<file path="config.mk">
export PLATFORM = sky130hd
export DESIGN_NAME = fallthrough_small_fifo
export DESIGN_NICKNAME = d
export VERILOG_FILES = /design/src/design/fallthrough_small_fifo.sv
export SDC_FILE = /design/constraint.sdc
export NUM_CORES = 1
export LEC_CHECK = 0
export ABC_AREA = 1
export BUFFER_PORTS_ARGS = -buffer_cell sky130_fd_sc_hd__clkbuf_2
export CORE_MARGIN = 5
export CORE_UTILIZATION = 55
export CTS_BUF_LIST = sky130_fd_sc_hd__clkbuf_2 sky130_fd_sc_hd__clkbuf_4 sky130_fd_sc_hd__clkbuf_8
export DETAILED_ROUTE_END_ITERATION = 10
export GPL_TIMING_DRIVEN = 0
export PLACE_DENSITY = 0.75
export REMOVE_ABC_BUFFERS = 1
export SYNTH_ARGS = -nofsm -noshare
export SYNTH_HDL_FRONTEND = slang
export SYNTH_SLANG_ARGS = --single-unit
</file>
<file path="constraint.sdc">
create_clock -name clk -period 7.15 [get_ports clk]
set_clock_uncertainty 0.2 [all_clocks]
set_input_delay 0.3575 -clock clk [delete_from_list [all_inputs] [get_ports clk]]
set_output_delay 0.3575 -clock clk [all_outputs]
set_load 0.01 [all_outputs]
</file>
<file path="src/design/fallthrough_small_fifo.sv">
////////////////////////////////////////////////////////////
// Register-array FIFO with the head word always on dout.
// Flags come from an occupancy count.
////////////////////////////////////////////////////////////
`default_nettype none

module fallthrough_small_fifo #(
   parameter int WIDTH          = 72,
   parameter int MAX_DEPTH_BITS = 3
) (
   input  wire logic             clk,
   input  wire logic             reset, // Active high, synchronous
   input  wire logic [WIDTH-1:0] din,
   input  wire logic             wr_en,
   input  wire logic             rd_en,
   output logic      [WIDTH-1:0] dout,
   output logic                  nearly_full,
   output logic                  empty
);

   localparam int DEPTH = 2 ** MAX_DEPTH_BITS;
   localparam logic [MAX_DEPTH_BITS:0] FULL_LEVEL = (MAX_DEPTH_BITS+1)'(DEPTH);
   localparam logic [MAX_DEPTH_BITS:0] NF_LEVEL   = (MAX_DEPTH_BITS+1)'(DEPTH - 2);

   logic [WIDTH-1:0]          mem [DEPTH];
   logic [MAX_DEPTH_BITS-1:0] wr_ptr;
   logic [MAX_DEPTH_BITS-1:0] rd_ptr;
   logic [MAX_DEPTH_BITS:0]   count;

   // Storage
   always_ff @(posedge clk) begin
      if (wr_en) begin
         mem[wr_ptr] <= din;
      end
   end

   always_ff @(posedge clk) begin
      if (reset) begin
         wr_ptr <= '0;
         rd_ptr <= '0;
         count  <= '0;
      end else begin
         if (wr_en) wr_ptr <= wr_ptr + 1'b1;
         if (rd_en) rd_ptr <= rd_ptr + 1'b1;
         case ({wr_en, rd_en})
            2'b10:   count <= count + 1'b1;
            2'b01:   count <= count - 1'b1;
            default: count <= count; // Both or neither
         endcase
      end
   end

   assign dout        = mem[rd_ptr];
   assign empty       = (count == '0);
   assign nearly_full = (count >= NF_LEVEL); // Two or fewer free

   wr_not_full_a : assert property (@(posedge clk) disable iff (reset)
      wr_en |-> (count != FULL_LEVEL || rd_en));

   rd_not_empty_a : assert property (@(posedge clk) disable iff (reset)
      rd_en |-> (count != '0));

endmodule

`default_nettype wire

</file>
Word level (Yosys, flattened, before mapping) --
Memories as Yosys holds them, arrays and structs flattened. A register that Yosys moved wholly into a read port is not among the register bits. Index checks and enable logic that the tools add are counted.
Cells by class: magnitude comparators 1, multiply operators 0, equal/unequal tests 2, reductions and logical operators 2, divide/modulo/power cells 0, muxes and demuxes 5, shift operators 0, bitwise gates (word level) 0, add/subtract/negate cells 4
Operator list (count):
- 4-bit one-hot mux with 2 select lines | 1
- 3-bit by 1-bit adder with 3-bit output (second input constant) | 2
- 3-bit two-way mux | 2
- 4-bit by 1-bit adder with 4-bit output (second input constant) | 1
- 4-bit by 3-bit >= comparator with 1-bit output (second input constant) | 1
- 4-bit logical NOT | 1
- 4-bit by 1-bit subtractor with 4-bit output (second input constant) | 1
- 2-bit by 1-bit equality test with 1-bit output (second input constant) | 1
- 2-bit equality test (second input constant) | 1
- 1-bit two-way mux | 2
- 2-bit nonzero test | 1
Word-level totals: latch bits 0, bits in registers 10, output and inout bits 74, RAM bits 576, input port bits 76, ROM bits 0, memories kept 1, logic and storage cells 18
Memory list:
- mem | depth 8, bits a word 72, rd ports 1, clocked after memory_dff 1, write ports 1, RTL line 25 | logic [WIDTH-1:0] mem [DEPTH];

Depth between registers and ports, before layout --
depth after elaboration 3, gate-level depth with buffers 11, gate-level depth less buffers 11

Worst setup path after synthesis --
Ideal clock, no wire load.
path kind in2reg, start input wr_en, end memory mem[0][0], enable pin, slack 2682 ps, stages on the path 3, buffers on the path 0, arrival time 3765 ps, cell sequence inv_1 > or2_2 > nor2_1
On the way: word-level cells in the longest chain between the ends 2
RTL lines:
- from (decl) | RTL line 14 | input wire logic wr_en,
- 1-bit two-way mux | RTL line 32 | if (wr_en) begin
- 1-bit two-way mux (implied by the code) | RTL line 33 | mem[wr_ptr] <= din;
- to (decl) | RTL line 25
No other way between the ends.

==> run summary <==
Outcome = finished, final reports clean
Netlist cell types = 27
Time the worst path needs with I/O delays and setup = 3980 ps
# nets final = 2037
Routed wire length = 50.1 mm
Initial antenna violation count = 2
Total power after layout = 7.31 mW
Worst-margin pin slew = 992 ps
Number of buffers inserted to repair setup after CTS = 0
Total clock sinks = 589
Peak supply drop = 220 uV
Most common cell after layout, fill and taps aside = sky130_fd_sc_hd__edfxtp_1
Max Slew Vio Count = 0
Final ANT Viol Nets = 0
Wire length of the first global-routing pass = 77.6 mm
Detailed Place HPWL = 27.5 mm
Largest net degree at the start of global routing = 161
Placeable core region = 41800 um^2
Signal arrival time at the worst endpoint = 3420 ps
Utilization after layout = 0.653
CTS tree = built
Leading cell types in the layout, fill and taps excluded = sky130_fd_sc_hd__edfxtp_1, sky130_fd_sc_hd__nor2_1, sky130_fd_sc_hd__o21ai_0, sky130_fd_sc_hd__nand2_1, sky130_fd_sc_hd__clkbuf_2
Instance area after placement = 24800 um^2
Die X-Extent = 215 um
Deepest clock path buffer count = 3
Share of post-route cells with drive strength above 1 = 0.168
Antenna cell count = 0
GR Util met2 = 0.352
Total iterations of the first detailed-routing run = 5
Final TNS setup = 0 ps
Startpoint type of the worst setup path = flop
Category of the critical setup timing path = flop to primary output
Final std cell area, no fill = 27300 um^2
Met1 track utilization from global routing = 0.291
Worst slew margin relative to its limit = 0.338
Class of the tightest hold or removal check = flop to flop
Worst slack on hold paths = 317 ps
Critical path capture point type = primary output
Most heavily used metal layer in global routing = met2
Family with the most delay on the worst path = buffers and inverters
Die area = 46100 um^2
Tcrit/Tclk final = 0.557
Deepest level of the CTS H-tree = 3
Leak pwr = 9.60 nW
Syn-to-layout area delta = 18.2%
Flops & latches, synth = 589
Average cell area after synthesis = 13.5 um^2
Via total after detailed routing = 14300
Clock-pin slew on the worst setup and hold paths = 60 ps
Synthesized instance count = 1705
Portion of the post-synthesis area used by sequential elements = 0.761
Clock buffer count from CTS = 93
Clock latency of the later-clocked register in the worst-skew pair = 630 ps
Netlist area before placement = 23100 um^2
Count of maximum capacitance violations = 0
Setup repair after global routing missed its margin = false
Gr usage total = 0.213
Crit path cell chain = buf_12, buf_16, inv_8, buf_16, o21ai_0, o21ai_0, nand2_1, nand2_1, clkbuf_2
Final setup violation count = 0
# port buffers = 149
Die height = 215 um
Synthesis warning total = 0
Overflow after GRT = 0
Vias in the first global route = 14200
Number of buffers inserted by hold repair at cts = 76
Effective utilization at floorplan = 0.552
Routed vias/inst = 5.57
# resized after CTS = 0
Count of pins on the block boundary = 150
Max Clk Rate = 251 MHz
Clk root buf = sky130_fd_sc_hd__clkbuf_8
Total buffers and inverters traversed by the critical path = 5
Cell area power density = 268 nW/um^2
Number of failing hold endpoints at the final stage = 0
Slowest-stage cell, CP = sky130_fd_sc_hd__dfxtp_4
Worst endpoint required time = 6590 ps
DRC violation total after the first TritonRoute iteration = 1121
Routing usage on met3 = 0.0433
Post-route DRC violation count = 0
Routability cong. = 0.735
Routed WL per cell = 19.5 um
Crit-path max FO = 160
Placement Rows = 75
Slowest Stage Delay on Critical Path = 710 ps
-- through the flow --
stage          cells  worst slack (ps)
3_5_place_dp    2324              3860
6_report        2562              3170
4_1_cts         2562              3130
2_1_floorplan   1601             -3640
3_3_place_gp    2289            -12380
5_1_grt         2562              2910
-- cells by family (layout without fill, tap and decap cells) --
group	Yosys count	after routing	share of synthesized area
adders and majority gates	5	5	0.00271
DFF	589	589	0.761
buffers and inverters	119	437	0.0291
AOI/OAI and AO/OA	371	371	0.0847
muxes	72	72	0.0312
xor gates and xnor gates	4	4	0.00152
and+or+nand+nor	545	545	0.0895
-- sequential cells by signal (all words and copies together) (netlist names), named ones only --
name    cells
mem       576
count       4
rd_ptr      3
wr_ptr      3
-- cell type report --
cell class / count / area, um^2
sequential: 589 / 17600
fill: 2934 / 14500
multi-input combinational: 997 / 4900
timing repair buffer: 260 / 2320
clock buffer: 133 / 1590
tap: 539 / 674
clock inverter: 29 / 150
inverter: 15 / 66.3
-- final timing paths --
check / start / to / slack [ps] / depth (start not counted)
setup reg to reg: wr_ptr[0] / mem[3][13] / 4760 / 5
hold reg to reg: wr_ptr[0] / wr_ptr[0] / 320 / 2
setup / recovery: flop / dout[10] / 3170 / 9
hold / removal: wr_ptr[0] / wr_ptr[0] / 320 / 2
-- synthesized netlist by cell type --
library cell               instances  area, um^2
sky130_fd_sc_hd__inv_1            13        48.8
sky130_fd_sc_hd__buf_8             9         135
sky130_fd_sc_hd__buf_4             3        22.5
sky130_fd_sc_hd__o21ai_1          59         295
sky130_fd_sc_hd__dfxtp_1          13         260
sky130_fd_sc_hd__a211oi_1          3        22.5
sky130_fd_sc_hd__nor2_1          305        1140
sky130_fd_sc_hd__xnor2_1           3        26.3
sky130_fd_sc_hd__nor3_1            2        10.0
sky130_fd_sc_hd__nor3b_1           1        7.51
sky130_fd_sc_hd__edfxtp_1        576       17300
sky130_fd_sc_hd__buf_6             4        45.0
sky130_fd_sc_hd__buf_1            19        71.3
sky130_fd_sc_hd__nand3_1           4        20.0
sky130_fd_sc_hd__or2_2             1        6.26
sky130_fd_sc_hd__mux2i_1          72         721
sky130_fd_sc_hd__nand2_1         231         867
sky130_fd_sc_hd__inv_2             2        7.51
sky130_fd_sc_hd__buf_2            27         135
sky130_fd_sc_hd__a21oi_1           6        30.0
sky130_fd_sc_hd__o22ai_1          72         450
sky130_fd_sc_hd__nand3b_1          1        7.51
sky130_fd_sc_hd__o21ai_0         231        1160
sky130_fd_sc_hd__buf_12            3        60.1
sky130_fd_sc_hd__xor2_1            1        8.76
sky130_fd_sc_hd__clkbuf_1         39         146
sky130_fd_sc_hd__ha_1              5        62.6
-- report_power, final --
group / total, mW / internal, mW / switching, mW
Combinational: 0.730 / 0.269 / 0.461
Sequential: 3.92 / 3.87 / 0.0432
Clock: 2.66 / 1.45 / 1.21
Total: 7.31 / 5.59 / 1.72
-- per-layer routing --
layer | wire length, um | vias up
li1 | - | 6730
met1 | 21100 | 6971
met2 | 24600 | 492
met3 | 3490 | 78
met4 | 816 | 4
met5 | 21 | -
-- worst min-delay path, stage by stage, from the launching register on --
cell                      delay, ps
sky130_fd_sc_hd__dfxtp_1        330
sky130_fd_sc_hd__nand2_1         80
sky130_fd_sc_hd__a21oi_1         60
Power figures use the tool's default switching activity.
