### src/common/axis_defs.svh
////////////////////////////////////////////////////////////
// Width, depth and default-port macros for the 256 to 64
// stream converter. Include it wherever a macro is needed.
////////////////////////////////////////////////////////////
`ifndef AXIS_DEFS_SVH
`define AXIS_DEFS_SVH

// Stream widths
`define AXIS_S_DATA_WIDTH 256
`define AXIS_M_DATA_WIDTH 64
`define AXIS_USER_WIDTH 128

// Metadata fields
`define AXIS_LEN_WIDTH 16
`define AXIS_PORT_WIDTH 8

`define AXIS_MAX_PKT_BYTES 1600 // Largest packet in bytes

// One max packet is 50 wide beats, so 64 leaves headroom
`define AXIS_IN_FIFO_DEPTH_BITS 6
`define AXIS_META_FIFO_DEPTH_BITS 5

`define AXIS_DEFAULT_SRC_PORT 0
`define AXIS_DEFAULT_DST_PORT 1

`endif

### src/common/axis_pkg.sv
////////////////////////////////////////////////////////////
// Beat, metadata and state types shared by the converter.
////////////////////////////////////////////////////////////
`default_nettype none

`include "axis_defs.svh"

package axis_pkg;

   // One 256-bit input beat, 289 bits
   typedef struct packed {
      logic [`AXIS_S_DATA_WIDTH-1:0]   data;
      logic [`AXIS_S_DATA_WIDTH/8-1:0] strb;
      logic                            last;
   } axis_wide_beat_t;

   // One 64-bit output beat, 73 bits
   typedef struct packed {
      logic [`AXIS_M_DATA_WIDTH-1:0]   data;
      logic [`AXIS_M_DATA_WIDTH/8-1:0] strb;
      logic                            last;
   } axis_narrow_beat_t;

   // tuser word, length in the low bits
   typedef struct packed {
      logic [`AXIS_USER_WIDTH-`AXIS_LEN_WIDTH-2*`AXIS_PORT_WIDTH-1:0] rsvd;
      logic [`AXIS_PORT_WIDTH-1:0] dst_port;
      logic [`AXIS_PORT_WIDTH-1:0] src_port;
      logic [`AXIS_LEN_WIDTH-1:0]  len;
   } pkt_meta_t;

   typedef enum logic {
      DSZ_WAIT_META, // Packet not yet complete in the buffer
      DSZ_STREAM     // Sending lanes of the current packet
   } dsz_state_t;

endpackage

`default_nettype wire

### src/axis_converter/axis_downsizer.sv
////////////////////////////////////////////////////////////
// Splits buffered 256-bit beats into 64-bit lanes and puts
// the packet metadata on the first narrow beat.
////////////////////////////////////////////////////////////
`default_nettype none

`include "axis_defs.svh"

module axis_downsizer import axis_pkg::*; (
   input  wire logic              axi_aclk,
   input  wire logic              axi_resetn,
   // Input FIFO head
   input  wire axis_wide_beat_t   in_beat,
   input  wire logic              in_empty,
   output logic                   in_rd,
   // Metadata FIFO head
   input  wire pkt_meta_t         meta_in,
   input  wire logic              meta_empty,
   output logic                   meta_rd,
   // Output stream
   output axis_narrow_beat_t      m_beat,
   output pkt_meta_t              m_meta,
   output logic                   m_valid,
   input  wire logic              m_ready
);

   localparam int NARROW_W = `AXIS_M_DATA_WIDTH;
   localparam int NARROW_B = `AXIS_M_DATA_WIDTH / 8;

   dsz_state_t             state;
   dsz_state_t             state_next;
   logic [1:0]             lane;
   logic [1:0]             lane_nxt;
   logic [NARROW_B-1:0]    next_strb;
   logic                   narrow_last;
   logic                   xfer;

   ////////////////////////////////////////////////////////////
   // Lane select
   ////////////////////////////////////////////////////////////
   assign lane_nxt    = lane + 2'd1; // Wraps at 3, masked below
   assign next_strb   = (lane == 2'd3) ? '0 : in_beat.strb[lane_nxt*NARROW_B +: NARROW_B];
   assign narrow_last = in_beat.last & ((lane == 2'd3) | ~|next_strb);

   assign m_beat.data = in_beat.data[lane*NARROW_W +: NARROW_W];
   assign m_beat.strb = in_beat.strb[lane*NARROW_B +: NARROW_B];
   assign m_beat.last = narrow_last;
   // Metadata head on the first beat, zero on the rest of the packet
   assign m_meta      = (state == DSZ_WAIT_META) ? meta_in : '0;

   // Whole packet is buffered once its metadata exists
   always_comb begin
      case (state)
         DSZ_WAIT_META: m_valid = ~in_empty & ~meta_empty;
         DSZ_STREAM:    m_valid = ~in_empty;
         default:       m_valid = 1'b0;
      endcase
   end

   assign xfer    = m_valid & m_ready;
   assign in_rd   = xfer & ((lane == 2'd3) | narrow_last);
   assign meta_rd = xfer & (state == DSZ_WAIT_META);

   ////////////////////////////////////////////////////////////
   // FSM
   ////////////////////////////////////////////////////////////
   always_comb begin
      state_next = state;
      if (xfer) begin
         if (narrow_last) begin
            state_next = DSZ_WAIT_META;
         end else begin
            state_next = DSZ_STREAM;
         end
      end
   end

   always_ff @(posedge axi_aclk) begin
      if (!axi_resetn) begin
         state <= DSZ_WAIT_META;
         lane  <= '0;
      end else begin
         state <= state_next;
         if (in_rd) begin
            lane <= '0;        // Next wide beat
         end else if (xfer) begin
            lane <= lane_nxt;
         end
      end
   end

   // Output held under back-pressure
   hold_a : assert property (@(posedge axi_aclk) disable iff (!axi_resetn)
      (m_valid && !m_ready) |=> (m_valid && $stable(m_beat) && $stable(m_meta)));

endmodule

`default_nettype wire

### config.mk
export PLATFORM = sky130hd
export DESIGN_NAME = axis_downsizer
export DESIGN_NICKNAME = d
export VERILOG_FILES = /design/src/common/axis_pkg.sv /design/src/axis_converter/axis_downsizer.sv
export VERILOG_INCLUDE_DIRS = /design/src /design/src/common
export SDC_FILE = /design/constraint.sdc
export NUM_CORES = 1
export LEC_CHECK = 0
export BUFFER_PORTS_ARGS = -buffer_cell sky130_fd_sc_hd__clkbuf_2
export CAP_MARGIN = 20
export CELL_PAD_IN_SITES_DETAIL_PLACEMENT = 1
export CELL_PAD_IN_SITES_GLOBAL_PLACEMENT = 2
export CORE_AREA = 2 2 240 242
export DETAILED_ROUTE_END_ITERATION = 10
export DIE_AREA = 0 0 242 244
export MAX_ROUTING_LAYER = met4
export PLACE_DENSITY_LB_ADDON = 0.1
export SLEW_MARGIN = 30
export SYNTH_ARGS = -nofsm -noshare
export SYNTH_HDL_FRONTEND = slang
export SYNTH_SLANG_ARGS = --single-unit
### constraint.sdc
create_clock -name axi_aclk -period 1.6 [get_ports axi_aclk]
set_input_delay 0.08 -clock axi_aclk [delete_from_list [all_inputs] [get_ports axi_aclk]]
set_output_delay 0.08 -clock axi_aclk [all_outputs]
set_load 0.005 [all_outputs]
======== After elaboration in Yosys (flattened, before gate mapping) ========
Index checks and enable logic that the tools add are counted.
word-level totals
  bits in registers ....................... 3
  input port bits ......................... 422
  word-level logic and storage cells ...... 25
cells by class
  bitwise gates (word level) .............. 11
  equality and inequality tests ........... 1
  add/subtract/negate cells ............... 1
  multiplexer cells ....................... 4
  reductions and logical operators ........ 3
  shifts and indexed selects .............. 3
operators with widths
  operator             count
  $shiftx 256x9->64    1
  $mux 128             1
  $shiftx 32x6->8      2
  $mux 8               1
  $reduce_or 8->1      1
  $and 1x1->1          5
  $not 1->1            4
  $add 2x1->2 const B  1
  $eq 2x2->1 const B   1
  $or 1x1->1           2
  $pmux 1 s2           1
  $reduce_or 2->1      1
  $logic_not 1->1      1
  $mux 1               1

======== Depth between registers and ports, before layout ========
  depth in word-level cells ............... 10
  depth in mapped cells ................... 6

======== Least setup slack after synthesis ========
Ideal clock, no wire load.
  path type ............................... register to register
  start point ............................. register lane[0]
  end point ............................... register lane[1]
  slack ................................... -0.005 ns
  setup time .............................. 0.116 ns
  period minus slack after synthesis ...... 1.605 ns
  cell stages (with the launch flop) ...... 6
  data required time ...................... 1.484 ns
  arrival ................................. 1.489 ns
  buffers on the path ..................... 0
  cell sequence ........................... dfxtp_1 ha_1 a211o_1 nor4b_2 a2111oi_1 a41o_1
on the way
  cells in the longest elaborated chain, start to end .. 10
  elaborated cells on any way between the ends .. 11
  classes of those cells .................. 1 x add/sub; 1 x eq/ne; 1 x shift; 1 x mux; 4 x bitwise; 3 x reduce/logical
ends and longest elaborated chain
  item                       RTL line              source
  start, declared            axis_downsizer.sv:32  logic [1:0] lane;
  start signal, assigned     axis_downsizer.sv:87  lane <= lane_nxt;
  $add 2x1->2 (*)            axis_downsizer.sv:41  assign lane_nxt = lane + 2'd1;
  named net lane_nxt[1]      axis_downsizer.sv:33  logic [1:0] lane_nxt;
  $shiftx 32x6->8            axis_downsizer.sv:42  assign next_strb = (lane == 2'd3) ? '0 : in_beat.strb[lane_nxt*NARROW_B +: NARROW_B];
  $mux 8                     axis_downsizer.sv:42
  $reduce_or 8->1            axis_downsizer.sv:43  assign narrow_last = in_beat.last & ((lane == 2'd3) | ~|next_strb);
  $logic_not 1->1            axis_downsizer.sv:43
  $or 1x1->1                 axis_downsizer.sv:43
  $and 1x1->1                axis_downsizer.sv:43
  $or 1x1->1                 axis_downsizer.sv:61  assign in_rd = xfer & ((lane == 2'd3) | narrow_last);
  $and 1x1->1                axis_downsizer.sv:61
  $reduce_or 2->1 (no line)  -
Mark *: on every way through the listed nets, which the timed path passes. The rest lies on a longest branch.
A chain may end at the register's enable or synchronous reset.

==> flow_summary.toml <==
[outcome]
status = "finished, violations left"
violations = "setup timing"

[setup_path]
critical_path.max_stage_delay_ns = 0.48
required_ns = 1.52
crit_path_cell_trace = "ha_4 > a211o_1 > buf_4 > nor3_2 > o41a_1 > buf_6"
crit_path_start_kind = "flop"
cp.arrival_ns = 1.80
cp_slowest_cell = "o41a_1"
path_max_fanout = 6
end_kind = "output pin"
path_class = "flop to output pin"

[cts]
root_buffer = "clkbuf_16"
clk_latency_ns = 0.23
path_clk_slew_ns = 0.03
cts_hold_buf = 0
cts_tree = "built"
numClockSinks = 3
cts_buffers = 3
clockBufferDepth = 2
htreeDepth = 1

[min_path]
hold_path_class = "primary input to flop"

[floorplanning]
boundaryPins = 626
die_h_um = 244
initial_core_util_pct = 5.21
die_w_um = 242
die-area_um2 = 59000
core-area_um2 = 56200
rows = 87

[detailed_routing]
wl_per_cell_um = 23.1
vias_per_cell = 3.15
drtAntennaViolNets = 0
dr.pass1.iters = 4
drc = 0
drt_iter0_markers = 99
num_vias = 5300
drt_wl_total_um = 38900

[layout]
final_cells = 1683
final_cell_mix = "597 x clkbuf_2, 128 x nor2b_1, 72 x mux4_2, 21 x buf_4, 17 x buf_6"
finish.utilization_pct = 13.7
layout_commonest_cell = "clkbuf_2"
drive_gt1_share_pct = 83.1
nNetsFinal = 1330
syn_to_final_growth_pct = 164

[placed_design]
routabilityCongestion = 0.941
place_hpwl_um = 35700
dp_cells = 1649
portBuffers = 625

[timing]
setup_ws_ns = -0.284
layout_min_cycle_time_ns = 1.88
setup_viol = 76
fin_skew_ns = 0.00309
tightest_slew_ns = 0.519
max_freq_mhz = 531
hold_violations = 0
period_share_pct = 118
rsz0062_at_grt = "true"
timing.slew.headroom_pct = 65.4
slew_viol_final = 0

[synth]
netlist-cell-type-count = 33
syn_inst = 275
yosysTopAreaCell = "mux4_2"
synth_fp_nets = 699
ys_ff_latch = 3
syn_avg_cell_area_um2 = 10.6
synthesis.area_um2 = 2920
seq_area_frac_synth_pct = 2.05
synth_top_area_share_pct = 55.5
yosys_warnings = 0
synth_area_leaders = "mux4_2 55%, nor2b_1 27%, clkbuf_1 2.7%"

[global_routing]
grt_pass1_vias = 6093
track_usage_pct = 12.9
antenna_found_initial = 26
grt_overflow = 0
grt_max_degree = 112
grt_pass1_wl_um = 50900

[pwr]
leakage_uw = 0.00376
power_density_nw_per_um2 = 331
vdd_drop_max_mv = 0.248

[job]
cap_viol_max_count = 0
path summary, 6_finish.rpt:
check / start / to / slack (ns) / cells after the start
setup / recovery: lane[0] / m_beat[0] / -0.28 / 6
setup reg to reg: lane[0] / lane[0] / -0.17 / 6
hold / removal: axi_resetn / state / 0.16 / 3
hold reg to reg: lane[1] / lane[1] / 0.77 / 3
cells by family (layout without fill, tap and decap cells):
family / Yosys count / after routing / share of synthesized area (%)
DFF: 3 / 3 / 2.05
AOI/OAI and AO/OA: 14 / 14 / 3.68
buffers and inverters: 33 / 663 / 5.05
other: 0 / 22 / 0
muxes: 73 / 73 / 55.8
and+or+nand+nor: 150 / 150 / 32.6
adders and majority gates: 2 / 2 / 0.856
through the flow:
| stage | worst slack, ns | total power [uW] | cell area [um^2] | hold WS (ns) | setup TNS (ns) |
|---|---|---|---|---|---|
| final | -0.284 | 2550 | 7720 | 0.164 | -12.13 |
| after global routing | -0.372 | 2760 | 7710 | 0.179 | -17.33 |
| after detailed placement | -0.448 | 2040 | 7090 | 0.392 | -12.38 |
| after floorplan | -0.00522 | 753 | 2920 | 0.200 | -0.00522 |
| after global placement | -0.458 | 2070 | 7090 | 0.390 | -11.84 |
| after CTS | -0.387 | 2600 | 7530 | 0.162 | -16.87 |
area by class of cell:
class | count | area [um^2]
inverters | 1 | 3.75
well taps | 756 | 946
fillers | 6823 | 48500
diodes | 22 | 55.1
clock buffers | 4 | 78.8
repair buffers | 658 | 3730
multi-input cells | 239 | 2830
flip-flops and latches | 3 | 71.3
critical path, delay by kind of cell, from the launching register on:
family	cells	cell delay, ns
fa+ha+maj	1	0.27
buf+inv	2	0.30
simple gates	1	0.03
compound gates	2	0.62
flops	1	0.36
synth_stat cells, drive strengths merged:
cell,count
nor2b,128
mux4,72
clkbuf,21
buf,11
a21oi,5
nor4,5
nand2,4
dfxtp,3
nor2,3
nor3,3
nor4b,3
ha,2
a2111oi,1
a211o,1
a211oi,1
a21boi,1
a22oi,1
a32o,1
a41o,1
and2,1
and2b,1
and3,1
inv,1
mux2i,1
nand3,1
o21ai,1
o41a,1
sequential cells by signal (all words and copies together) (netlist names):
register	flops
lane	2
state	1
where the power goes:
part / internal (uW) / switching [uW] / total [uW]
clock: 330 / 76.1 / 406
combinational: 1160 / 900 / 2060
sequential: 76.6 / 6.43 / 83.0
repair_timing:
action	CTS	global route
gates cloned	2	1
pin swaps	11	5
buffers inserted	8	2
setup endpoints to repair	77	77
resized for setup	53	66
per-layer routing:
layer	track usage, %	part of all wire (%)	vias to the layer above
met4	5.12	3.1	0
li1	-	-	2346
met2	26.2	58	402
met5	-	0	-
met3	6.04	11	32
met1	9.56	28	2520
(Power assumes the default switching activity.)
