<file path="config.mk">
export PLATFORM = sky130hd
export DESIGN_NAME = axis_len_counter
export DESIGN_NICKNAME = d
export VERILOG_FILES = /design/src/common/axis_pkg.sv /design/src/axis_converter/axis_len_counter.sv
export VERILOG_INCLUDE_DIRS = /design/src /design/src/common
export SDC_FILE = /design/constraint.sdc
export NUM_CORES = 1
export LEC_CHECK = 0
export BUFFER_PORTS_ARGS = -buffer_cell sky130_fd_sc_hd__buf_2
export CAP_MARGIN = 25
export CORE_AREA = 5 5 159 161
export CTS_CLUSTER_SIZE = 25
export DETAILED_ROUTE_END_ITERATION = 10
export DIE_AREA = 0 0 164 166
export HOLD_SLACK_MARGIN = 0.02
export PLACE_DENSITY = 0.38
export SYNTH_ARGS = -nofsm -noshare
export SYNTH_HDL_FRONTEND = slang
export SYNTH_SLANG_ARGS = --single-unit
</file>
<file path="constraint.sdc">
create_clock -name axi_aclk -period 5.4 [get_ports axi_aclk]
set_input_delay 0.54 -clock axi_aclk [delete_from_list [all_inputs] [get_ports axi_aclk]]
set_output_delay 0.54 -clock axi_aclk [all_outputs]
set_load 0.02 [all_outputs]
</file>
<file path="src/common/axis_defs.svh">
////////////////////////////////////////////////////////////
// Width, depth and default-port macros for the 256 to 64
// stream converter. Include it wherever a macro is needed.
////////////////////////////////////////////////////////////
`ifndef AXIS_DEFS_SVH
`define AXIS_DEFS_SVH

// Stream widths
`define AXIS_S_DATA_WIDTH 256
`define AXIS_M_DATA_WIDTH 64
`define AXIS_USER_WIDTH 128

// Metadata fields
`define AXIS_LEN_WIDTH 16
`define AXIS_PORT_WIDTH 8

`define AXIS_MAX_PKT_BYTES 1600 // Largest packet in bytes

// One max packet is 50 wide beats, so 64 leaves headroom
`define AXIS_IN_FIFO_DEPTH_BITS 6
`define AXIS_META_FIFO_DEPTH_BITS 5

`define AXIS_DEFAULT_SRC_PORT 0
`define AXIS_DEFAULT_DST_PORT 1

`endif

</file>
<file path="src/common/axis_pkg.sv">
////////////////////////////////////////////////////////////
// Beat, metadata and state types shared by the converter.
////////////////////////////////////////////////////////////
`default_nettype none

`include "axis_defs.svh"

package axis_pkg;

   // One 256-bit input beat, 289 bits
   typedef struct packed {
      logic [`AXIS_S_DATA_WIDTH-1:0]   data;
      logic [`AXIS_S_DATA_WIDTH/8-1:0] strb;
      logic                            last;
   } axis_wide_beat_t;

   // One 64-bit output beat, 73 bits
   typedef struct packed {
      logic [`AXIS_M_DATA_WIDTH-1:0]   data;
      logic [`AXIS_M_DATA_WIDTH/8-1:0] strb;
      logic                            last;
   } axis_narrow_beat_t;

   // tuser word, length in the low bits
   typedef struct packed {
      logic [`AXIS_USER_WIDTH-`AXIS_LEN_WIDTH-2*`AXIS_PORT_WIDTH-1:0] rsvd;
      logic [`AXIS_PORT_WIDTH-1:0] dst_port;
      logic [`AXIS_PORT_WIDTH-1:0] src_port;
      logic [`AXIS_LEN_WIDTH-1:0]  len;
   } pkt_meta_t;

   typedef enum logic {
      DSZ_WAIT_META, // Packet not yet complete in the buffer
      DSZ_STREAM     // Sending lanes of the current packet
   } dsz_state_t;

endpackage

`default_nettype wire

</file>
<file path="src/axis_converter/axis_len_counter.sv">
////////////////////////////////////////////////////////////
// Byte counter for accepted input packets. Emits the tuser
// metadata word in the same cycle as the tlast beat.
////////////////////////////////////////////////////////////
`default_nettype none

`include "axis_defs.svh"

module axis_len_counter import axis_pkg::*; (
   input  wire logic            axi_aclk,
   input  wire logic            axi_resetn,
   input  wire logic            accept,
   input  wire axis_wide_beat_t beat,
   output logic                 meta_wr,
   output pkt_meta_t            meta
);

   localparam int STRB_W = `AXIS_S_DATA_WIDTH / 8;
   localparam int BYTES_W = $clog2(STRB_W) + 1;

   logic [BYTES_W-1:0]         beat_bytes; // Highest strobe index plus one
   logic [`AXIS_LEN_WIDTH-1:0] byte_count;
   logic [`AXIS_LEN_WIDTH-1:0] len_sum;

   always_comb begin
      beat_bytes = '0;
      for (int i = 0; i < STRB_W; i++) begin
         if (beat.strb[i]) beat_bytes = BYTES_W'(i + 1);
      end
   end

   assign len_sum = byte_count + `AXIS_LEN_WIDTH'(beat_bytes);

   // Running count, cleared after each packet
   always_ff @(posedge axi_aclk) begin
      if (!axi_resetn) begin
         byte_count <= '0;
      end else if (accept) begin
         byte_count <= beat.last ? '0 : len_sum;
      end
   end

   assign meta_wr       = accept & beat.last;
   assign meta.rsvd     = '0;
   assign meta.dst_port = `AXIS_PORT_WIDTH'(`AXIS_DEFAULT_DST_PORT);
   assign meta.src_port = `AXIS_PORT_WIDTH'(`AXIS_DEFAULT_SRC_PORT);
   assign meta.len      = len_sum;

   // Full beats inside a packet, contiguous low bytes at the end
   strb_shape_a : assert property (@(posedge axi_aclk) disable iff (!axi_resetn)
      accept |-> (beat.last ? (beat.strb[0] && ((beat.strb & (beat.strb + 1'b1)) == '0))
                            : (&beat.strb)));

   pkt_len_a : assert property (@(posedge axi_aclk) disable iff (!axi_resetn)
      meta_wr |-> (meta.len <= `AXIS_LEN_WIDTH'(`AXIS_MAX_PKT_BYTES)));

endmodule

`default_nettype wire

</file>
After elaboration in Yosys (flattened, before gate mapping)
Cells that the tools add are included.
W data, S select, Z words.
{"block": "word_totals", "register_bits": 16, "in_bits": 292}
{"block": "op_classes", "mux": 33, "addsub": 1, "bitwise_logic": 1}
{"op": "$mux W6", "n": 31}
{"op": "$add A16 B6 Y16", "n": 1}
{"op": "$mux W16", "n": 1}
{"op": "$and A1 B1 Y1", "n": 1}
{"op": "$mux W1", "n": 1}

Depth between registers and ports, before layout
Gate-level depths: netlist of the first run.
{"block": "logic_depth", "depth_word": 34, "mapped_depth": 12, "depth_no_buf": 12}

Worst setup path before layout of the first run
OpenSTA, ideal clock, no wires.
{"block": "synth_path", "path_type": "input -> output", "from": "in beat[19] (netlist name)", "to": "out meta[8] (netlist name)", "n_path_buf": 0, "setup_slack_ps": 1855, "stages": 11, "arrival_ps": 3005, "cell_sequence": "nor3_1 > o21ai_0 > a2111oi_0 > a221oi_1 > ha_1 > fa_1 > a211oi_1 > o21ai_2 > o21ai_0 > nor2_1 > xnor2_1"}
{"item": "start, declared", "line": "axis_len_counter.sv:13", "text": "input wire axis_wide_beat_t beat,"}
{"item": "end, declared", "line": "axis_len_counter.sv:15", "text": "output pkt_meta_t meta"}

==> metrics.md, run 1 <==
| Metric | Value |
|---|---|
| Seq/Total Area, Yosys | `13.7%` |
| Outcome | `completed` |
| Worst stage delay on the critical path | `0.56 ns` |
| Share of the synthesized area in the top cell type | `36.2%` |
| H-Tree Depth | `1` |
| Drt drc | `0` |
| Peak Freq | `240 MHz` |
| Syn. warnings | `0` |
| Reg clk slew, reported paths | `0.05 ns` |
| Largest regs | `byte_count: 16 flops` |
| Hold wc startpoint | `byte_count[0]` |
| Peak VDD IR | `0.105 mV` |
| First-pass GRT wire length | `9830 microns` |
| Cts hold-fix bufs | `0` |
| Area contributors post-synth | `buf_4, dfxtp_1, nor2_1` |
| Worst R2R Path Depth | `7` |
| # resized after CTS | `0` |
| Initial antenna violation count | `0` |
| Worst hold path type | `register to register` |
| P&R area growth vs syn | `12.6%` |
| CTS Root Cell | `clkbuf_16` |
| Post-synthesis cell count | `319` |
| CTS max path bufs | `2` |
| Post-route minimum period | `4.16 ns` |
| CP Class | `input port to output port` |
| Max-cap viol count | `0` |
| Worst Skew | `0.00411 ns` |
| Lkg Pwr | `1.16 nW` |
| Crit. path cell count | `11` |
| Register area | `320 sq um` |
| Critical path launch point type | `input port` |
| Pwr dens | `176 nW/um^2` |
| Fillers | `2813` |
| Worst setup margin | `1.24 ns` |
| Critical path's slowest cell | `or4_1` |
| Crit path launch | `beat[24]` |
| Initial Util | `9.83%` |
| Layout cells sized above 1 | `18.5%` |
| Max reg flops | `16` |
| CTS Buf Count | `3` |
| Hold Fails Final Rpt | `0` |
| Port Buffers | `52` |
| Placeable Area | `23800 sq um` |
| Pre-CTS setup slack | `1.21 ns` |
| Critical Path End Type | `output port` |
| Largest net degree at the start of global routing | `19` |
| Most frequent cells after synthesis | `buf_4, nor2_1, a21oi_1` |
| Initial DRC Count | `72` |
| Post-synth EDFFs | `0` |
| Via count | `1979` |
| DRT Wirelength | `6440 microns` |
| Most flops, register | `byte_count` |
| Mapped cell area | `2340 sq um` |
| CP cell instances | `buf_2, or4_1, nor4b_1, a21oi_1, ha_1, o21ai_0, o21ai_2, o21ai_0, nor2_1, xnor2_1, buf_2` |
| Slew Limit Fails | `0` |
| Slew @ Worst Pin | `0.595 ns` |
| Tot Pwr | `0.000464 W` |
| Via-per-instance ratio | `2.86` |
| Drt pass-1 iters | `4` |
| Max Fanout on Critical Path | `8` |
| GRT Total Usage | `4.52%` |
| Post-synth top area cell | `buf_4` |
| Finish-stage setup viols | `0` |
| RePlAce Congestion | `0.757` |
| Worst EP required | `4.86 ns` |
| Number of global-route vias before repair | `1911` |
| Post-CTS Setup Bufs | `0` |
| Count of cell types in the netlist | `54` |
| Die X-Extent | `164 microns` |
| Wire per inst | `9.31 microns` |
| TritonCTS clock tree | `done` |
| # IOs | `421` |
| CP top delay family | `simple AND/OR/NAND/NOR gates` |
| Seq cells post-synth | `16` |
| Final net count | `668` |
| Sink Count | `16` |
| RSZ-0062 raised after global routing | `false` |
| Synth Flop Type | `dfxtp_1` |
| WHS Path Cells | `2` |
| Post-route setup TNS | `0 ns` |
| Multi-input combinational cell area | `1510 sq um` |
| Antenna Cells | `0` |
| Slew margin rel. | `60.3%` |
| DIE HEIGHT | `166 microns` |
| Antenna-violating nets left | `0` |
| CP Buf/Inv Count | `2` |
| Die area | `27200 sq um` |
| Reg2reg setup slack | `3.19 ns` |
| DP HPWL | `5550 microns` |
| FF-to-FF Start | `byte_count[0]` |
| Syn_area_per_cell | `7.34 sq um` |
| Post-synth ARST share | `0%` |
| Most frequent cell after synthesis | `buf_4` |
| WHS | `0.506 ns` |
| Arrival time worst endpoint | `3.62 ns` |
| Final period util | `77.1%` |
| Total gr overflow | `0` |
| Std-Cell Rows | `57` |
| Later-pin clock latency in the skew report | `0.26 ns` |
worst reg2reg max path, stage by stage, from the launching register on:
cell and delay (ns):
dfxtp_1 0.33, ha_1 0.24, fa_1 0.27, a211oi_1 0.11
o21ai_2 0.36, o21ai_0 0.32, a21o_1 0.26, a31o_2 0.24
routing by layer:
layer,routed length (microns),up-vias,GRT usage [%]
li1,-,972,-
met1,2920,861,6.05
met2,2620,144,6.72
met3,868,2,2.18
met4,30,0,0.656
met5,0,-,0
layout make-up:
type                    instances  area share, %
multi-input cells             283           57.4
flip-flops and latches         16           12.1
clock buffers                   4           3.37
inverters                      13           1.85
well taps                     324           15.4
repair buffers                 52           9.87
where the power goes:
part	total [W]	internal (W)	switching, W
Sequential	0.000122	0.000120	0.00000166
Combinational	0.000173	0.0000359	0.000137
Clock	0.000169	0.000113	0.0000562
Total	0.000464	0.000269	0.000194
through the flow:
step	std cells	cell area, sq um	util [%]
floorplan	429	2750	-
CTS	692	2640	11.1
global route	692	2640	11.1
finish	692	2640	11.1
detailed placement	688	2550	10.7
global placement	688	2550	10.7
cells in the final DEF (no fill, tap or decap), drive strengths merged, types with 2 or more instances in the layout:
master	count
dfxtp	16
a221oi	2
clkbuf	4
xnor2	11
a31oi	7
or4	2
nor3	6
nor4	3
a21oi	22
nand3	3
nand4	2
inv	12
o21ai	17
a2111oi	2
nand2	15
o21a	3
a211oi	3
or3	5
ha	6
conb	112
buf	52
o31ai	3
a21o	3
xor2	3
a22oi	3
nor2	33
cells by family (layout without fill, tap and decap cells):
group	Yosys count	in the layout	synth area share (%)
XOR/XNOR	14	14	5.24
AND/OR/NAND/NOR	77	77	16.8
AO/OA/AOI/OAI	73	73	20.6
adder cells (fa/ha/maj)	7	7	4.06
other	2	112	0.321
buffers and inverters	130	69	39.3
flip-flops	16	16	13.7
worst paths after layout:
kind,endpoint
setup / recovery,meta[8]
hold / removal,byte_count[0]
setup reg to reg,byte_count[6]
hold reg to reg,byte_count[0]
Power figures use the tool's default switching activity.
==> run 2: changes to the inputs <==
--- a/config.mk
+++ b/config.mk
@@ -8,10 +8,10 @@
 export LEC_CHECK = 0
 export BUFFER_PORTS_ARGS = -buffer_cell sky130_fd_sc_hd__buf_2
 export CAP_MARGIN = 25
-export CORE_AREA = 5 5 159 161
+export CORE_AREA = 5 5 160 162
 export CTS_CLUSTER_SIZE = 25
 export DETAILED_ROUTE_END_ITERATION = 10
-export DIE_AREA = 0 0 164 166
+export DIE_AREA = 0 0 165 167
 export HOLD_SLACK_MARGIN = 0.02
 export PLACE_DENSITY = 0.38
 export SYNTH_ARGS = -nofsm -noshare
==> constraint.sdc (replaced) <==
create_clock -name axi_aclk -period 4.29 [get_ports axi_aclk]
set_input_delay 0.429 -clock axi_aclk [delete_from_list [all_inputs] [get_ports axi_aclk]]
set_output_delay 0.429 -clock axi_aclk [all_outputs]
set_load 0.02 [all_outputs]
==> run 2 against run 1 <==
Effect of this change: combinational power increased by 26%; routed wire length increased by 2.1%; die area increased by 1.2%; first-iteration DRC count decreased by 15%.
==> metrics.md, run 2 (synthesis results as in run 1) <==
| Metric | Value |
|---|---|
| Post-route cell area | `2630 sq um (-0.24%)` |
| Post-route minimum period | `3.76 ns` |
| Arrival time worst endpoint | `3.33 ns (-0.29 ns)` |
| Register area | `320 sq um (unchanged)` |
| Initial antenna violation count | `0 (unchanged)` |
| # resized after CTS | `0 (unchanged)` |
| Final net count | `669 (+0.15%)` |
| Die area | `27600 sq um (+1.2%)` |
| Layout cells sized above 1 | `18.5% (unchanged)` |
| CTS Buf Count | `3 (unchanged)` |
| DRT Wirelength | `6580 microns (+2.1%)` |
| Most frequent cells in the layout | `conb_1, buf_2, nor2_1` |
| Post-route setup TNS | `0 ns (unchanged)` |
| Antenna-violating nets left | `0 (unchanged)` |
| Pwr dens | `212 nW/um^2 (+21%)` |
| Finish-stage setup viols | `0 (unchanged)` |
| Max-cap viol count | `0 (unchanged)` |
| Slew margin rel. | `64.5% (+4.2 points)` |
| Max reg flops | `16 (unchanged)` |
| Worst EP required | `3.86 ns (-1.00 ns)` |
| # IOs | `421 (unchanged)` |
| Worst R2R Path Depth | `8 (+1)` |
| Final period util | `87.6%` |
| Largest regs | `byte_count: 16 flops` |
| Crit path launch | `beat[24]` |
| Via-per-instance ratio | `2.82 (-1.4%)` |
| DP HPWL | `5770 microns (+4.0%)` |
| FF-to-FF Start | `byte_count[0]` |
| DIE HEIGHT | `167 microns (+0.60%)` |
| Worst hold path type | `input port to register` |
| Reg2reg setup slack | `2.09 ns (-1.10 ns)` |
| Worst Skew | `0.00341 ns (-0.000701 ns)` |
| Initial DRC Count | `61 (-15%)` |
| Cts hold-fix bufs | `0 (unchanged)` |
| Via count | `1952 (-1.4%)` |
| Multi-input combinational cell area | `1510 sq um (unchanged)` |
| GRT Total Usage | `4.44% (-0.080 points)` |
| Most common cell after layout, fill and taps aside | `conb_1` |
| First-pass GRT wire length | `9670 microns (-1.6%)` |
| Reg clk slew, reported paths | `0.05 ns (about the same)` |
| CTS max path bufs | `2 (unchanged)` |
| Antenna Cells | `0 (unchanged)` |
| Later-pin clock latency in the skew report | `0.25 ns (about the same)` |
| Drt drc | `0 (unchanged)` |
| Peak VDD IR | `0.105 mV (-0.76%)` |
| Slew @ Worst Pin | `0.529 ns (-0.0661 ns)` |
| Max Fanout on Critical Path | `8 (unchanged)` |
| Std-Cell Rows | `57 (unchanged)` |
| CP Class | `input port to output port` |
| Number of global-route vias before repair | `1873 (-2.0%)` |
| CTS Root Cell | `clkbuf_16` |
| Hold Fails Final Rpt | `0 (unchanged)` |
| Slew Limit Fails | `0 (unchanged)` |
| Drt pass-1 iters | `4 (unchanged)` |
| Critical path launch point type | `input port` |
| Die X-Extent | `165 microns (+0.61%)` |
| Outcome | `completed` |
| Post-Place Cell Area | `2550 sq um (+0.29%)` |
| TritonCTS clock tree | `done` |
| Total gr overflow | `0 (unchanged)` |
| Largest net degree at the start of global routing | `19 (unchanged)` |
| Post-CTS Setup Bufs | `0 (unchanged)` |
| RePlAce Congestion | `0.731 (-3.4%)` |
| Sink Count | `16 (unchanged)` |
| H-Tree Depth | `1 (unchanged)` |
| Wire per inst | `9.50 microns (+2.1%)` |
| Critical Path End Type | `output port` |
| RSZ-0062 raised after global routing | `false` |
| Initial Util | `9.77% (-0.058 points)` |
| Fillers | `2847 (+1.2%)` |
| Lkg Pwr | `1.16 nW (-0.26%)` |
| Most flops, register | `byte_count` |
| Placeable Area | `24000 sq um (+0.60%)` |
| Capturing point of the worst reg2reg path | `byte_count[6]` |
| Worst Setup EP | `meta[8]` |
| Peak Freq | `266 MHz` |
| Port Buffers | `52 (unchanged)` |
| P&R area growth vs syn | `12.3%` |
[run 2: changes by cell type in the layout (fill, tap and decap cells not counted), sizes merged]
| cell | change |
|---|---|
| clkbuf | -1 |
| buf | +1 |
[run 2: layout make-up]
| class | count | area share, % |
|---|---|---|
| multi-input combinational | 283 | 57.5 |
| tap | 324 | 15.4 |
| sequential | 16 | 12.2 |
| timing repair buffer | 53 | 10.2 |
| clock buffer | 3 | 2.85 |
| inverter | 13 | 1.86 |
[run 2: how the worst min path moves through the flow]
stage	from	end	slack (ns)	depth (start not counted)
5_1_grt	axi_resetn	byte_count[7]	0.47	2
3_5_place_dp	byte_count[8]	byte_count[8]	0.51	2
2_1_floorplan	byte_count[0]	byte_count[0]	0.47	2
4_1_cts	axi_resetn	byte_count[7]	0.46	2
3_3_place_gp	byte_count[0]	byte_count[0]	0.49	2
6_report	axi_resetn	byte_count[7]	0.46	2
[run 2: worst max-delay path: stages]
cell and delay (ns):
buf_2 0.11, or4_1 0.56, nor4b_1 0.47, a21oi_1 0.19
ha_1 0.41, o21ai_0 0.12, o21ai_2 0.30, o21ai_0 0.21
nor2_1 0.15, xnor2_1 0.16, buf_2 0.21
[run 2: report_power, final]
part	internal (W)	switching [W]	total, W
sequential	0.000152	0.00000216	0.000154
combinational	0.0000461	0.000171	0.000218
clock	0.000123	0.0000644	0.000187
[run 2: per-layer routing]
metal  part of all wire (%)  wire [microns]  global-route usage, %  vias up
li1                       -               -                      -      971
met1                     44            2900                   5.76      847
met2                     42            2780                   6.91      132
met3                     13             851                   1.85        2
met4                   0.70              46                  0.868        0
met5                      0               0                      0        -
[run 2: through the flow]
stage / setup WS [ns] / hold WS, ns / cells / total power [W] / utilization [%]
6_report: 0.530 / 0.462 / 692 / 0.000558 / 11.0
3_5_place_dp: 0.428 / 0.506 / 689 / 0.000375 / 10.7
4_1_cts: 0.420 / 0.460 / 692 / 0.000566 / 11.0
2_1_floorplan: 0.967 / 0.465 / 429 / 0.000396 / -
3_3_place_gp: 0.314 / 0.495 / 689 / 0.000375 / 10.7
5_1_grt: 0.0699 / 0.473 / 692 / 0.000593 / 11.0
